### config.mk
export PLATFORM = sky130hd
export DESIGN_NAME = csr_subsys_top
export DESIGN_NICKNAME = d
export VERILOG_FILES = /design/src/hw/csr_pkg.sv /design/src/hw/csr_exec_unit.sv /design/src/hw/csr_reg_file.sv /design/src/hw/csr_counter.sv /design/src/hw/csr_trap_fsm.sv /design/src/hw/csr_subsys_top.sv
export SDC_FILE = /design/constraint.sdc
export NUM_CORES = 1
export LEC_CHECK = 0
export BUFFER_PORTS_ARGS = -buffer_cell sky130_fd_sc_hd__clkbuf_2
export CORE_UTILIZATION = 56
export CTS_CLUSTER_DIAMETER = 150
export DETAILED_ROUTE_END_ITERATION = 10
export PLACE_DENSITY_LB_ADDON = 0.2
export SYNTH_ARGS = -nofsm -noshare
export SYNTH_HDL_FRONTEND = slang
export SYNTH_SLANG_ARGS = --single-unit
### constraint.sdc
create_clock -name clk -period 3.5 [get_ports clk]
set_clock_uncertainty 0.1 [all_clocks]
set_input_delay 0.7 -clock clk [delete_from_list [all_inputs] [get_ports clk]]
set_output_delay 0.7 -clock clk [all_outputs]
set_load 0.01 [all_outputs]
### src/hw/csr_pkg.sv
// ********************
// shared widths, machine and FP CSR addresses, trap encodings
// only M-mode, one external interrupt, direct mtvec mode
// fcsr is a view of frm and fflags, no storage of its own
// ********************

package csr_pkg;

    // data path widths
    localparam int unsigned XLEN        = 32;
    localparam int unsigned CSR_ADDR_W  = 12;
    localparam int unsigned REG_ADDR_W  = 5;
    localparam int unsigned COMMIT_ID_W = 3;

    // FP status field widths
    localparam int unsigned FFLAGS_W = 5; // NV DZ OF UF NX
    localparam int unsigned FRM_W    = 3;

    // machine CSRs
    localparam logic [CSR_ADDR_W-1:0] CSR_MSTATUS  = 12'h300;
    localparam logic [CSR_ADDR_W-1:0] CSR_MTVEC    = 12'h305;
    localparam logic [CSR_ADDR_W-1:0] CSR_MSCRATCH = 12'h340;
    localparam logic [CSR_ADDR_W-1:0] CSR_MEPC     = 12'h341;
    localparam logic [CSR_ADDR_W-1:0] CSR_MCAUSE   = 12'h342;

    // FP CSRs, user level
    localparam logic [CSR_ADDR_W-1:0] CSR_FFLAGS = 12'h001;
    localparam logic [CSR_ADDR_W-1:0] CSR_FRM    = 12'h002;
    localparam logic [CSR_ADDR_W-1:0] CSR_FCSR   = 12'h003;

    // counters, low and high halves
    localparam logic [CSR_ADDR_W-1:0] CSR_MCYCLE    = 12'hB00;
    localparam logic [CSR_ADDR_W-1:0] CSR_MINSTRET  = 12'hB02;
    localparam logic [CSR_ADDR_W-1:0] CSR_MCYCLEH   = 12'hB80;
    localparam logic [CSR_ADDR_W-1:0] CSR_MINSTRETH = 12'hB82;

    // mstatus bit positions
    localparam int unsigned MSTATUS_MIE_BIT  = 3;
    localparam int unsigned MSTATUS_MPIE_BIT = 7; // holds MIE across a trap

    // interrupt bit set, code 11 = machine external
    localparam logic [XLEN-1:0] CAUSE_M_EXT_INT = 32'h8000_000B;

    // interrupt entry sequencer
    typedef enum logic [1:0] {
        IDLE   = 2'd0, // normal execution
        SAVE   = 2'd1, // mepc/mcause/mstatus written at end of cycle
        VECTOR = 2'd2  // one-cycle fetch redirect to mtvec
    } trap_state_t;

endpackage

### src/hw/csr_exec_unit.sv
// ********************
// execute-stage CSR op is purely combinational apart from checks
// operand arrives already selected and has no immediate form
// inputs must stay stable while csr_stall_o is high
// ********************
`timescale 1ns/10ps

module csr_exec_unit (
    input  logic                           clk,
    input  logic                           reset_i,
    input  logic                           req_csr_i,
    input  logic                           csrrw_i,
    input  logic                           csrrs_i,
    input  logic                           csrrc_i,
    input  logic [csr_pkg::CSR_ADDR_W-1:0]  csr_addr_i,
    input  logic [csr_pkg::XLEN-1:0]        csr_op1_i,
    input  logic                           rd_we_i,
    input  logic [csr_pkg::REG_ADDR_W-1:0]  reg_waddr_i,
    input  logic [csr_pkg::COMMIT_ID_W-1:0] commit_id_i,
    input  logic [csr_pkg::XLEN-1:0]        csr_rdata_i,     // old CSR value
    input  logic                           int_assert_i,
    input  logic                           fflags_pending_i,
    input  logic                           wb_ready_i,
    output logic                           csr_we_o,
    output logic [csr_pkg::CSR_ADDR_W-1:0]  csr_waddr_o,
    output logic [csr_pkg::XLEN-1:0]        csr_wdata_o,
    output logic [csr_pkg::XLEN-1:0]        reg_wdata_o,
    output logic [csr_pkg::REG_ADDR_W-1:0]  reg_waddr_o,
    output logic                           reg_we_o,
    output logic [csr_pkg::COMMIT_ID_W-1:0] commit_id_o,
    output logic                           csr_stall_o
);
    import csr_pkg::*;

    logic valid_op;     // request not killed by trap entry
    logic fp_access;    // touches accrued flags
    logic fp_conflict;  // flags still in flight from the FPU
    logic op_writes;    // op changes the CSR at all
    logic [XLEN-1:0] new_val;

    assign valid_op    = req_csr_i & ~int_assert_i;
    assign fp_access   = (csr_addr_i == CSR_FFLAGS) || (csr_addr_i == CSR_FCSR);
    assign fp_conflict = valid_op & fp_access & fflags_pending_i;

    // set/clear with zero operand is a pure read
    assign op_writes = csrrw_i | ((csrrs_i | csrrc_i) & (|csr_op1_i));

    always_comb begin
        new_val = csr_rdata_i;
        if (csrrw_i) begin
            new_val = csr_op1_i;
        end else if (csrrs_i) begin
            new_val = csr_rdata_i | csr_op1_i;  // set bits
        end else if (csrrc_i) begin
            new_val = csr_rdata_i & ~csr_op1_i; // clear bits
        end
    end

    // rd gets the old value and is held back while flags are stale
    assign reg_we_o    = valid_op & rd_we_i & ~fp_conflict;
    assign reg_wdata_o = valid_op ? csr_rdata_i : '0;
    assign reg_waddr_o = reg_waddr_i;
    assign commit_id_o = commit_id_i;

    // back-pressure from write-back or an accrual race on fflags/fcsr
    assign csr_stall_o = (reg_we_o & ~wb_ready_i) | fp_conflict;

    assign csr_we_o    = valid_op & op_writes & ~csr_stall_o;
    assign csr_waddr_o = csr_addr_i;
    assign csr_wdata_o = new_val;

    // decode upstream must never hand over two ops at once
    a_op_onehot: assert property (@(posedge clk) disable iff (reset_i)
        req_csr_i |-> $onehot({csrrw_i, csrrs_i, csrrc_i}));

    // upstream keeps a stalled op unchanged until the stall drops
    a_hold_while_stalled: assert property (@(posedge clk) disable iff (reset_i)
        csr_stall_o |=> $stable({req_csr_i, csrrw_i, csrrs_i, csrrc_i, csr_addr_i,
                                 csr_op1_i, rd_we_i, reg_waddr_i, commit_id_i}));

endmodule

### src/hw/csr_reg_file.sv
// ********************
// machine and FP CSR storage, async read, one write port
// trap save outranks an instruction write
// unknown addresses read zero, writes to them are dropped
// mtvec/mepc low two bits are always zero (direct mode)
// ********************
`timescale 1ns/10ps

module csr_reg_file (
    input  logic                          clk,
    input  logic                          reset_i,
    input  logic [csr_pkg::CSR_ADDR_W-1:0] raddr_i,
    output logic [csr_pkg::XLEN-1:0]       rdata_o,
    input  logic                          we_i,
    input  logic [csr_pkg::CSR_ADDR_W-1:0] waddr_i,
    input  logic [csr_pkg::XLEN-1:0]       wdata_i,
    input  logic                          trap_save_i,
    input  logic [csr_pkg::XLEN-1:0]       trap_pc_i,
    input  logic [csr_pkg::FFLAGS_W-1:0]   fflags_acc_i,
    input  logic                          fflags_acc_valid_i,
    output logic                          mie_o,
    output logic [csr_pkg::XLEN-1:0]       mtvec_o
);
    import csr_pkg::*;

    logic                mie_q;
    logic                mpie_q;
    logic [XLEN-1:0]     mtvec_q;
    logic [XLEN-1:0]     mepc_q;
    logic [XLEN-1:0]     mcause_q;
    logic [XLEN-1:0]     mscratch_q;
    logic [FFLAGS_W-1:0] fflags_q;
    logic [FRM_W-1:0]    frm_q;

    logic [XLEN-1:0]     mstatus_rd;   // composed mstatus view
    logic [FFLAGS_W-1:0] acc_mask;     // accrued flags this cycle
    logic                wr_fflags;
    logic                wr_fcsr;

    always_comb begin
        mstatus_rd                   = '0;
        mstatus_rd[MSTATUS_MIE_BIT]  = mie_q;
        mstatus_rd[MSTATUS_MPIE_BIT] = mpie_q;
    end

    always_comb begin
        case (raddr_i)
            CSR_MSTATUS:  rdata_o = mstatus_rd;
            CSR_MTVEC:    rdata_o = mtvec_q;
            CSR_MEPC:     rdata_o = mepc_q;
            CSR_MCAUSE:   rdata_o = mcause_q;
            CSR_MSCRATCH: rdata_o = mscratch_q;
            CSR_FFLAGS:   rdata_o = {{(XLEN-FFLAGS_W){1'b0}}, fflags_q};
            CSR_FRM:      rdata_o = {{(XLEN-FRM_W){1'b0}}, frm_q};
            CSR_FCSR:     rdata_o = {{(XLEN-FRM_W-FFLAGS_W){1'b0}}, frm_q, fflags_q};
            default:      rdata_o = '0; // not implemented here
        endcase
    end

    assign acc_mask  = fflags_acc_valid_i ? fflags_acc_i : '0;
    assign wr_fflags = we_i && (waddr_i == CSR_FFLAGS);
    assign wr_fcsr   = we_i && (waddr_i == CSR_FCSR);

    // trap-visible state: mstatus, mepc, mcause
    always_ff @(posedge clk) begin
        if (reset_i) begin
            mie_q    <= 1'b0;
            mpie_q   <= 1'b0;
            mepc_q   <= '0;
            mcause_q <= '0;
        end else if (trap_save_i) begin
            mpie_q   <= mie_q;           // stash old enable
            mie_q    <= 1'b0;            // interrupts off in handler
            mepc_q   <= {trap_pc_i[XLEN-1:2], 2'b00};
            mcause_q <= CAUSE_M_EXT_INT;
        end else if (we_i) begin
            case (waddr_i)
                CSR_MSTATUS: begin
                    mie_q  <= wdata_i[MSTATUS_MIE_BIT];
                    mpie_q <= wdata_i[MSTATUS_MPIE_BIT];
                end
                CSR_MEPC:   mepc_q   <= {wdata_i[XLEN-1:2], 2'b00};
                CSR_MCAUSE: mcause_q <= wdata_i;
                default: ;
            endcase
        end
    end

    // plain machine registers
    always_ff @(posedge clk) begin
        if (reset_i) begin
            mtvec_q    <= '0;
            mscratch_q <= '0;
        end else if (we_i) begin
            if (waddr_i == CSR_MTVEC) mtvec_q <= {wdata_i[XLEN-1:2], 2'b00};
            if (waddr_i == CSR_MSCRATCH) mscratch_q <= wdata_i;
        end
    end

    // FP status; instruction write lands first, accrual ORs on top
    always_ff @(posedge clk) begin
        if (reset_i) begin
            fflags_q <= '0;
            frm_q    <= '0;
        end else begin
            if (wr_fflags || wr_fcsr) begin
                fflags_q <= wdata_i[FFLAGS_W-1:0] | acc_mask;
            end else begin
                fflags_q <= fflags_q | acc_mask;
            end
            if (wr_fcsr) begin
                frm_q <= wdata_i[FFLAGS_W+FRM_W-1:FFLAGS_W]; // rm sits above flags
            end else if (we_i && (waddr_i == CSR_FRM)) begin
                frm_q <= wdata_i[FRM_W-1:0];
            end
        end
    end

    assign mie_o   = mie_q;
    assign mtvec_o = mtvec_q;

    // exec unit is suppressed during SAVE, so the ports never collide
    a_save_no_collide: assert property (@(posedge clk) disable iff (reset_i)
        trap_save_i |-> !(we_i && (waddr_i == CSR_MEPC || waddr_i == CSR_MCAUSE)));

endmodule

### src/hw/csr_counter.sv
// ********************
// 64-bit mcycle and minstret, written in 32-bit halves
// a half write replaces the increment in that cycle
// ********************
`timescale 1ns/10ps

module csr_counter (
    input  logic                          clk,
    input  logic                          reset_i,
    input  logic                          retire_i,  // one instruction retired
    input  logic [csr_pkg::CSR_ADDR_W-1:0] raddr_i,
    output logic [csr_pkg::XLEN-1:0]       rdata_o,
    output logic                          hit_o,     // raddr is a counter
    input  logic                          we_i,
    input  logic [csr_pkg::CSR_ADDR_W-1:0] waddr_i,
    input  logic [csr_pkg::XLEN-1:0]       wdata_i
);
    import csr_pkg::*;

    logic [2*XLEN-1:0] mcycle_q;
    logic [2*XLEN-1:0] minstret_q;

    always_comb begin
        hit_o   = 1'b1;
        rdata_o = '0;
        case (raddr_i)
            CSR_MCYCLE:    rdata_o = mcycle_q[XLEN-1:0];
            CSR_MCYCLEH:   rdata_o = mcycle_q[2*XLEN-1:XLEN];
            CSR_MINSTRET:  rdata_o = minstret_q[XLEN-1:0];
            CSR_MINSTRETH: rdata_o = minstret_q[2*XLEN-1:XLEN];
            default:       hit_o   = 1'b0; // reg file answers
        endcase
    end

    always_ff @(posedge clk) begin
        if (reset_i) begin
            mcycle_q <= '0;
        end else if (we_i && waddr_i == CSR_MCYCLE) begin
            mcycle_q[XLEN-1:0] <= wdata_i;
        end else if (we_i && waddr_i == CSR_MCYCLEH) begin
            mcycle_q[2*XLEN-1:XLEN] <= wdata_i;
        end else begin
            mcycle_q <= mcycle_q + 1'b1; // free running
        end
    end

    always_ff @(posedge clk) begin
        if (reset_i) begin
            minstret_q <= '0;
        end else if (we_i && waddr_i == CSR_MINSTRET) begin
            minstret_q[XLEN-1:0] <= wdata_i;
        end else if (we_i && waddr_i == CSR_MINSTRETH) begin
            minstret_q[2*XLEN-1:XLEN] <= wdata_i;
        end else if (retire_i) begin
            minstret_q <= minstret_q + 1'b1;
        end
    end

endmodule

### src/hw/csr_trap_fsm.sv
// ********************
// interrupt entry sequencer IDLE -> SAVE -> VECTOR -> IDLE
// int_req_i sampled only in IDLE with MIE set and no stall
// redirect pulse comes 2 cycles after the sampling edge
// ********************
`timescale 1ns/10ps

module csr_trap_fsm (
    input  logic                    clk,
    input  logic                    reset_i,
    input  logic                    int_req_i,     // level from the interrupt source
    input  logic                    mie_i,
    input  logic                    stall_i,       // exec unit mid-operation
    input  logic [csr_pkg::XLEN-1:0] mtvec_i,
    output logic                    int_assert_o,  // kills the current CSR op
    output logic                    trap_save_o,   // save strobe to the reg file
    output logic                    redirect_o,
    output logic [csr_pkg::XLEN-1:0] redirect_pc_o
);
    import csr_pkg::*;

    trap_state_t state_q;
    trap_state_t state_d;

    always_comb begin
        state_d = state_q;
        case (state_q)
            IDLE: begin
                // wait for a clean boundary before taking the interrupt
                if (int_req_i && mie_i && !stall_i) begin
                    state_d = SAVE;
                end
            end
            SAVE:    state_d = VECTOR; // save lands at end of SAVE
            VECTOR:  state_d = IDLE;
            default: state_d = IDLE;   // unused encoding
        endcase
    end

    always_ff @(posedge clk) begin
        if (reset_i) begin
            state_q <= IDLE;
        end else begin
            state_q <= state_d;
        end
    end

    assign int_assert_o  = (state_q == SAVE);
    assign trap_save_o   = (state_q == SAVE);
    assign redirect_o    = (state_q == VECTOR);
    assign redirect_pc_o = mtvec_i; // direct mode only

    // an accepted request gives one save cycle and then a single redirect pulse
    a_entry_sequence: assert property (@(posedge clk) disable iff (reset_i)
        (state_q == IDLE && int_req_i && mie_i && !stall_i)
        |=> trap_save_o ##1 (redirect_o && !trap_save_o) ##1 !redirect_o);

    // a redirect always traces back to a request taken two edges earlier
    a_redirect_source: assert property (@(posedge clk) disable iff (reset_i)
        redirect_o |-> $past(int_req_i && mie_i && !stall_i, 2));

endmodule

### src/hw/csr_subsys_top.sv
// ********************
// CSR subsystem, exec unit + CSR file + counters + trap FSM
// op is combinational from req_csr_i to the rd result
// CSR writes land at the edge ending an unstalled cycle
// ********************
`timescale 1ns/10ps

module csr_subsys_top (
    input  logic                           clk,
    input  logic                           reset_i,
    // instruction side
    input  logic                           req_csr_i,
    input  logic                           csrrw_i,
    input  logic                           csrrs_i,
    input  logic                           csrrc_i,
    input  logic [csr_pkg::CSR_ADDR_W-1:0]  csr_addr_i,
    input  logic [csr_pkg::XLEN-1:0]        csr_op1_i,
    input  logic                           rd_we_i,
    input  logic [csr_pkg::REG_ADDR_W-1:0]  reg_waddr_i,
    input  logic [csr_pkg::COMMIT_ID_W-1:0] commit_id_i,
    input  logic [csr_pkg::XLEN-1:0]        pc_i,
    // write-back and FPU
    input  logic                           wb_ready_i,
    input  logic                           fflags_pending_i,
    input  logic [csr_pkg::FFLAGS_W-1:0]    fflags_acc_i,
    input  logic                           fflags_acc_valid_i,
    // interrupt and retire
    input  logic                           int_req_i,
    input  logic                           retire_i,
    // results
    output logic [csr_pkg::XLEN-1:0]        reg_wdata_o,
    output logic [csr_pkg::REG_ADDR_W-1:0]  reg_waddr_o,
    output logic                           reg_we_o,
    output logic [csr_pkg::COMMIT_ID_W-1:0] commit_id_o,
    output logic                           csr_stall_o,
    output logic                           redirect_o,
    output logic [csr_pkg::XLEN-1:0]        redirect_pc_o
);
    import csr_pkg::*;

    logic                  csr_we;
    logic [CSR_ADDR_W-1:0] csr_waddr;
    logic [XLEN-1:0]       csr_wdata;
    logic [XLEN-1:0]       rf_rdata;
    logic [XLEN-1:0]       cnt_rdata;
    logic                  cnt_hit;
    logic [XLEN-1:0]       csr_rdata;   // old value into the exec unit
    logic                  int_assert;
    logic                  trap_save;
    logic                  mie;
    logic [XLEN-1:0]       mtvec;

    assign csr_rdata = cnt_hit ? cnt_rdata : rf_rdata; // counters decode their own range

    csr_exec_unit u_exec (
        .clk(clk), .reset_i(reset_i),
        .req_csr_i(req_csr_i), .csrrw_i(csrrw_i), .csrrs_i(csrrs_i), .csrrc_i(csrrc_i),
        .csr_addr_i(csr_addr_i), .csr_op1_i(csr_op1_i), .rd_we_i(rd_we_i),
        .reg_waddr_i(reg_waddr_i), .commit_id_i(commit_id_i), .csr_rdata_i(csr_rdata),
        .int_assert_i(int_assert), .fflags_pending_i(fflags_pending_i),
        .wb_ready_i(wb_ready_i),
        .csr_we_o(csr_we), .csr_waddr_o(csr_waddr), .csr_wdata_o(csr_wdata),
        .reg_wdata_o(reg_wdata_o), .reg_waddr_o(reg_waddr_o), .reg_we_o(reg_we_o),
        .commit_id_o(commit_id_o), .csr_stall_o(csr_stall_o)
    );

    csr_reg_file u_regs (
        .clk(clk), .reset_i(reset_i),
        .raddr_i(csr_addr_i), .rdata_o(rf_rdata),
        .we_i(csr_we), .waddr_i(csr_waddr), .wdata_i(csr_wdata),
        .trap_save_i(trap_save), .trap_pc_i(pc_i),
        .fflags_acc_i(fflags_acc_i), .fflags_acc_valid_i(fflags_acc_valid_i),
        .mie_o(mie), .mtvec_o(mtvec)
    );

    csr_counter u_cnt (
        .clk(clk), .reset_i(reset_i), .retire_i(retire_i),
        .raddr_i(csr_addr_i), .rdata_o(cnt_rdata), .hit_o(cnt_hit),
        .we_i(csr_we), .waddr_i(csr_waddr), .wdata_i(csr_wdata)
    );

    csr_trap_fsm u_trap (
        .clk(clk), .reset_i(reset_i),
        .int_req_i(int_req_i), .mie_i(mie), .stall_i(csr_stall_o), .mtvec_i(mtvec),
        .int_assert_o(int_assert), .trap_save_o(trap_save),
        .redirect_o(redirect_o), .redirect_pc_o(redirect_pc_o)
    );

endmodule

==> impl_metrics.ini, run 1 <==
[timing]
period_share_pct = 100.0
timing.slew.headroom_pct = 26.00
timing.final.setup_violations = 1
clock.fmax_ghz = 0.2856
time_the_worst_path_needs_with_i_o_delays_and_setup_ns = 3.501
finalMaxSlewViolations = 0
report.final.hold_viol_count = 0
fin_worst_hold_slack_ns = 0.2349
setup_ws_ns = -0.001209
max_slew.worst_pin.slew_ns = 1.106

[logic_synthesis]
yosys-top-cells-area = sky130_fd_sc_hd__dfxtp_1, sky130_fd_sc_hd__nor2_1, sky130_fd_sc_hd__mux2i_1
synth_seq_cells = 264
synth-seq-area-share_pct = 32.35
synth_top_area_cell = sky130_fd_sc_hd__dfxtp_1
yosys_warnings = 0
ys.flop_type = sky130_fd_sc_hd__dfxtp_1
synth.top_cells.by_count = sky130_fd_sc_hd__nor2_1, sky130_fd_sc_hd__dfxtp_1, sky130_fd_sc_hd__nand2_1
yosys.cell_types.count = 94
proportion_of_netlist_area_held_by_the_largest_area_contributor_pct = 32.35
avgSynthCellArea_sq_um = 7.692
netlist_instances = 2124
async_reset_ff_share_pct = 0
yosys.cell_count.top_type = sky130_fd_sc_hd__nor2_1
synth-edff-count = 0
post_synth_instance_area_sq_um = 16340

[drt]
wl_met2_um = 30470
detail_route.wl_per_cell_um = 26.47
detailroute.wirelength.met3_um = 9086
detail_route.vias_per_cell = 6.997
vias = 19410
wl_on_met1_um = 28030
drt_pre_antenna_iters = 6
antenna_violating_nets_post_route = 0
drc_errors = 0
route.top_layer_used = met4
drt_wl_total_um = 73440
detail_route.iter0.violations = 2978

[critical_path]
critPathCaptureType = output pin
worstPathBufferInverterCount = 3
worst_setup_path_startpoint = csr_addr_i[0]
worst_path_largest_cell_delay_ns = 0.65
timing.critical_path.required_ns = 2.70
crit_fanout = 9
cp_common_cell = sky130_fd_sc_hd__clkbuf_2
crit-reg2reg-launch = u_trap.state_q[1]
worstPathArrival_ns = 2.70
cp_cell_sequence = clkbuf_2 -> or4b_1 -> buf_4 -> nor4_1 -> a221o_1 -> a21oi_1 -> nor2_1 -> clkbuf_2
start_kind = input pin
critPathSlowestCell = sky130_fd_sc_hd__or4b_1
timing_worst_setup_path_type = in2out
cp_top_family = simple AND/OR/NAND/NOR gates

[power_and_ir_drop]
seqPwrFrac_pct = 41.8
leakage_nw = 7.401
p_per_area_nw_per_um2 = 359.3
p_switching_mw = 1.863
internal_power_mw = 5.373
power.share.switching_pct = 25.75
power.clock.fraction_pct = 48.5
ir_worst_vdd_mv = 0.4534
power.combinational.fraction_pct = 9.7

[global_route]
grt_first_pass_wirelength_um = 109400
grt_max_degree = 122
first_global_vias = 17710
grt_antenna_before_repair = 0
globalRouteOverflowTotal = 0
groute.usage.overall_pct = 47.62

[outcome]
run_status = complete, but fails checks
violations = negative setup slack

[placed_design]
dpl.hpwl_um = 53750
pre_cts_ws_ns = -0.2226
placedInstanceArea_sq_um = 18990
port-buffer-count = 155
place_congestion = 1.075

[job]
timing.max_cap.violations = 0

[finish]
diodes = 0
multi_input_area_sq_um = 10320
fillers = 2354
fin_area_sq_um = 20140
layout.nets = 2470
sequential_standard_cell_area_sq_um = 5285
final_layout_size_suffix_gt1_share_pct = 21.76
area.growth.synth_to_final_pct = 23.27

[clocking]
insertion_delay_ns = 0.58
clock-sinks = 264
worst_setup_hold_path_clk_slew_ns = 0.06
tritoncts = built
cts-root-buf = sky130_fd_sc_hd__clkbuf_16
cts-root-to-sink-buffers = 3
cts_max_level = 1
cts_buffers = 30

[floorplan]
top_level_ports = 176
fp-row-count = 62
die-area_sq_um = 29860
core_area_sq_um = 28700
die_w_um = 172.8
floorplan.initialDensity_pct = 56.92
die_y_um = 172.8

[min_path]
hold_class = in2reg
timing.hold.worst.start = int_req_i
## registers in the layout (all words and copies together), names as in the netlist
name               cells
u_cnt.mcycle_q        64
u_trap.state_q         2
u_regs.mcause_q       32
u_regs.mepc_q         30
u_regs.mtvec_o        30
u_regs.mscratch_q     32
u_regs.fflags_q        5
u_regs.mpie_q          1
u_cnt.minstret_q      64
u_regs.frm_q           3
u_regs.mie_o           1
## metal layers
layer	vias to the layer above	track usage, %
met2	1587	69.49
met1	9062	63.72
met3	364	9.059
met4	0	32.37
li1	8396	-
met5	-	0
## final timing paths
check / to / slack (ns) / depth (start not counted)
max: reg_wdata_o[26] / -0.001 / 8
min: u_trap.state_q[0] / 0.23 / 3
min reg2reg: u_regs.mepc_q[25] / 0.36 / 2
max reg2reg: u_cnt.mcycle_q[32] / 0.36 / 8
## stage by stage
stage / util, % / TNS (ns) / total power, mW / std cells
after global routing: 70.17 / -0.07001 / 7.374 / 2774
after global placement: 66.16 / -0.3517 / 3.749 / 2719
final: 70.17 / -0.001209 / 7.236 / 2774
after detailed placement: 66.16 / -0.6599 / 3.755 / 2719
after floorplan: - / 0 / 3.399 / 2125
after CTS: 69.98 / 0 / 7.188 / 2774
## logic make-up (layout without fill, tap and decap cells)
family	count (synthesis)	count (layout)	share of synthesized area, %
AO/OA/AOI/OAI	595	595	25.16
XOR/XNOR	56	56	3.002
adder cells (fa/ha/maj)	2	2	0.1532
buffers and inverters	188	453	5.193
flip-flops	264	264	32.35
multiplexers	93	93	5.844
other	1	2	0.02295
AND/OR/NAND/NOR	925	925	28.28
## timing repair
action / CTS / global route
resized for setup: 2 / 12
pin swaps: 0 / 0
buffers inserted: 0 / 0
endpoints found under the setup margin: 3 / 17
hold buffers: 0 / 0
## power by group through the flow
stage	sequential [mW]	combinational, mW	clock, mW
6_report	3.03	0.701	3.51
5_1_grt	3.02	0.710	3.64
4_1_cts	3.03	0.669	3.49
3_5_place_dp	3.09	0.663	0
3_3_place_gp	3.09	0.657	0
2_1_floorplan	3.09	0.311	0
## area by class of cell
cell class | instances | share of cell area [%]
Clock buffer | 38 | 4.125
Multi-Input combinational cell | 1673 | 51.26
Timing Repair Buffer | 381 | 14.41
Inverter | 17 | 0.3168
Sequential cell | 264 | 26.24
Clock inverter | 17 | 1.267
Tap cell | 384 | 2.386
## cells in the final DEF, fill, tap and decap left out, drive strengths merged, types with 7 or more instances in the layout
master	netlist	layout
a211oi	97	97
a21o	33	33
a21oi	150	150
a221oi	17	17
a22o	7	7
a22oi	44	44
a2bb2oi	10	10
a31oi	23	23
and2	17	17
and3	32	32
and4	15	15
buf	78	229
clkbuf	93	190
clkinv	0	8
dfxtp	264	264
inv	17	18
mux2	9	9
mux2i	83	83
nand2	201	201
nand2b	9	9
nand3	82	82
nand4	51	51
nor2	286	286
nor2b	7	7
nor3	126	126
nor4	43	43
o211ai	13	13
o21a	13	13
o21ai	82	82
o22a	8	8
o22ai	22	22
o2bb2ai	10	10
or3	20	20
or4	11	11
xnor2	33	33
xor2	23	23
## tightest hold or removal path, delay by kind of cell
family	cells	cell delay, ns
and+or+nand+nor	2	0.09
buffers and inverters	1	0.08
No activity file was read; power rests on OpenSTA's default activity.
==> run 2, diff against run 1 <==
==> constraint.sdc (replaced) <==
create_clock -name clk -period 4.3 [get_ports clk]
set_clock_uncertainty 0.1 [all_clocks]
set_input_delay 0.645 -clock clk [delete_from_list [all_inputs] [get_ports clk]]
set_output_delay 0.645 -clock clk [all_outputs]
set_load 0.01 [all_outputs]
==> impl_metrics.ini, run 2 (synthesized netlist as in run 1, its figures left out) <==
[outcome]
run_status = complete, but fails checks
violations = max-capacitance violations

[power_and_ir_drop]
power_mw = 5.799
power.clock.fraction_pct = 49.0
p_switching_mw = 1.504
p_per_area_nw_per_um2 = 311.0
power.combinational.fraction_pct = 8.5
power.share.switching_pct = 25.94
ir_worst_vdd_mv = 0.3054
seqPwrFrac_pct = 42.5
internal_power_mw = 4.295
leakage_nw = 6.549

[drt]
drt_pre_antenna_iters = 6
drc_errors = 0
detail_route.iter0.violations = 2909
detail_route.wl_per_cell_um = 26.88
antenna_violating_nets_post_route = 0
detail_route.vias_per_cell = 7.097
vias = 18720
drt_wl_total_um = 70900

[placed_design]
pre_cts_ws_ns = 0.5300
placedInstanceArea_sq_um = 17560
port-buffer-count = 155
place_congestion = 1.012
dpl.hpwl_um = 50580

[finish]
final_layout_size_suffix_gt1_share_pct = 16.59
fin_area_sq_um = 18650
fillers = 2552
reg.largest.list = u_cnt.mcycle_q: 64 flops, u_cnt.minstret_q: 64 flops
area.growth.synth_to_final_pct = 14.13
layout.cells.most_common = sky130_fd_sc_hd__nor2_1
most-common-layout-cells = sky130_fd_sc_hd__nor2_1, sky130_fd_sc_hd__dfxtp_1, sky130_fd_sc_hd__nand2_1
layout.nets = 2333
diodes = 0

[clocking]
clock-sinks = 264
cts_buffers = 31
cts-root-buf = sky130_fd_sc_hd__clkbuf_16
tritoncts = built
insertion_delay_ns = 0.58
post_cts_buffers = 0
worst_setup_hold_path_clk_slew_ns = 0.06
cts-root-to-sink-buffers = 3
holdBufCountCts = 0
ctsResizeCount = 0
cts_max_level = 1

[global_route]
globalRouteOverflowTotal = 0
grt_first_pass_wirelength_um = 105800
grt_antenna_before_repair = 1
grt_max_degree = 93
groute.usage.overall_pct = 45.92
first_global_vias = 16860

[timing]
time_the_worst_path_needs_with_i_o_delays_and_setup_ns = 3.793
timing.final.setup_violations = 0
timing.slew.headroom_pct = 1.237
clock.fmax_ghz = 0.2637
fin_worst_hold_slack_ns = 0.1666
grt_setup_unrepaired = false
finalMaxSlewViolations = 0
period_share_pct = 88.20
final.setup.tns_ns = 0
max_slew.worst_pin.slew_ns = 1.476
setup_ws_ns = 0.5074
report.final.hold_viol_count = 0

[min_path]
hold_class = in2reg

[floorplan]
die_w_um = 172.8
floorplan.initialDensity_pct = 56.92
die_y_um = 172.8
core_area_sq_um = 28700
top_level_ports = 176
die-area_sq_um = 29860
fp-row-count = 62

[critical_path]
start_kind = input pin
critPathSlowestCell = sky130_fd_sc_hd__a2111oi_0
worstPathArrival_ns = 3.05
timing.critical_path.required_ns = 3.56
worst_path_largest_cell_delay_ns = 0.69
timing_worst_setup_path_type = in2out
critPathCaptureType = output pin
crit_fanout = 35
cp_cell_sequence = clkbuf_2 -> buf_4 -> nor2b_2 -> buf_4 -> a2bb2oi_1 -> nor2_1 -> a2111oi_0 -> nor2_1 -> clkbuf_2

[job]
timing.max_cap.violations = 1
==> run 2: cell types whose count changed in the layout (fill, tap and decap cells not counted), moves of 2 or more <==
cell / previous run / this run
sky130_fd_sc_hd__a221oi_1: 14 / 17
sky130_fd_sc_hd__a221oi_2: 3 / 0
sky130_fd_sc_hd__buf_12: 33 / 2
sky130_fd_sc_hd__buf_4: 192 / 87
sky130_fd_sc_hd__buf_6: 3 / 1
sky130_fd_sc_hd__clkbuf_1: 3 / 5
==> run 2: critical path: cells and delay by family <==
family | cells | cell delay, ns
buf+inv | 4 | 0.98
simple gates | 3 | 0.48
compound gates | 2 | 0.91
==> run 2: path summary, 6_finish.rpt <==
check / from / end / slack [ns] / depth (start not counted)
worst max-delay path: csr_addr_i[0] / reg_wdata_o[12] / 0.51 / 9
worst min-delay path: int_req_i / u_trap.state_q[0] / 0.17 / 3
worst min register to register: u_regs.mepc_q[24] / u_regs.mepc_q[24] / 0.36 / 2
worst max register to register: u_trap.state_q[1] / u_regs.mscratch_q[28] / 0.91 / 10
==> run 2: through the flow <==
step,cells,utilization [%]
after floorplan,2125,-
after global placement,2581,61.19
after detailed placement,2581,61.19
after CTS,2638,64.96
after global routing,2638,64.96
final,2638,64.96
==> run 2: final cells by class <==
class | instances | area, sq um | share of cell area (%)
Sequential cell | 264 | 5285 | 28.35
Inverter | 17 | 63.81 | 0.3422
Timing Repair Buffer | 243 | 1470 | 7.885
Multi-Input combinational cell | 1673 | 10260 | 55.05
Clock inverter | 16 | 217.7 | 1.168
Clock buffer | 41 | 863.3 | 4.630
Tap cell | 384 | 480.5 | 2.577
==> run 2: layer usage <==
| metal | up-vias | global-route usage (%) | share of wire (%) |
|---|---|---|---|
| met5 | - | 0 | 0 |
| met1 | 8800 | 62.96 | 39 |
| met2 | 1507 | 66.58 | 41 |
| met4 | 0 | 29.06 | 7.2 |
| met3 | 300 | 8.245 | 13 |
| li1 | 8116 | - | - |
==> run 2: power by group through the flow <==
stage / Clock [mW] / Combinational [mW] / Sequential [mW]
2_1_floorplan: 0 / 0.253 / 2.51
3_3_place_gp: 0 / 0.465 / 2.52
3_5_place_dp: 0 / 0.468 / 2.52
4_1_cts: 2.82 / 0.471 / 2.46
5_1_grt: 2.93 / 0.500 / 2.46
6_report: 2.84 / 0.492 / 2.47
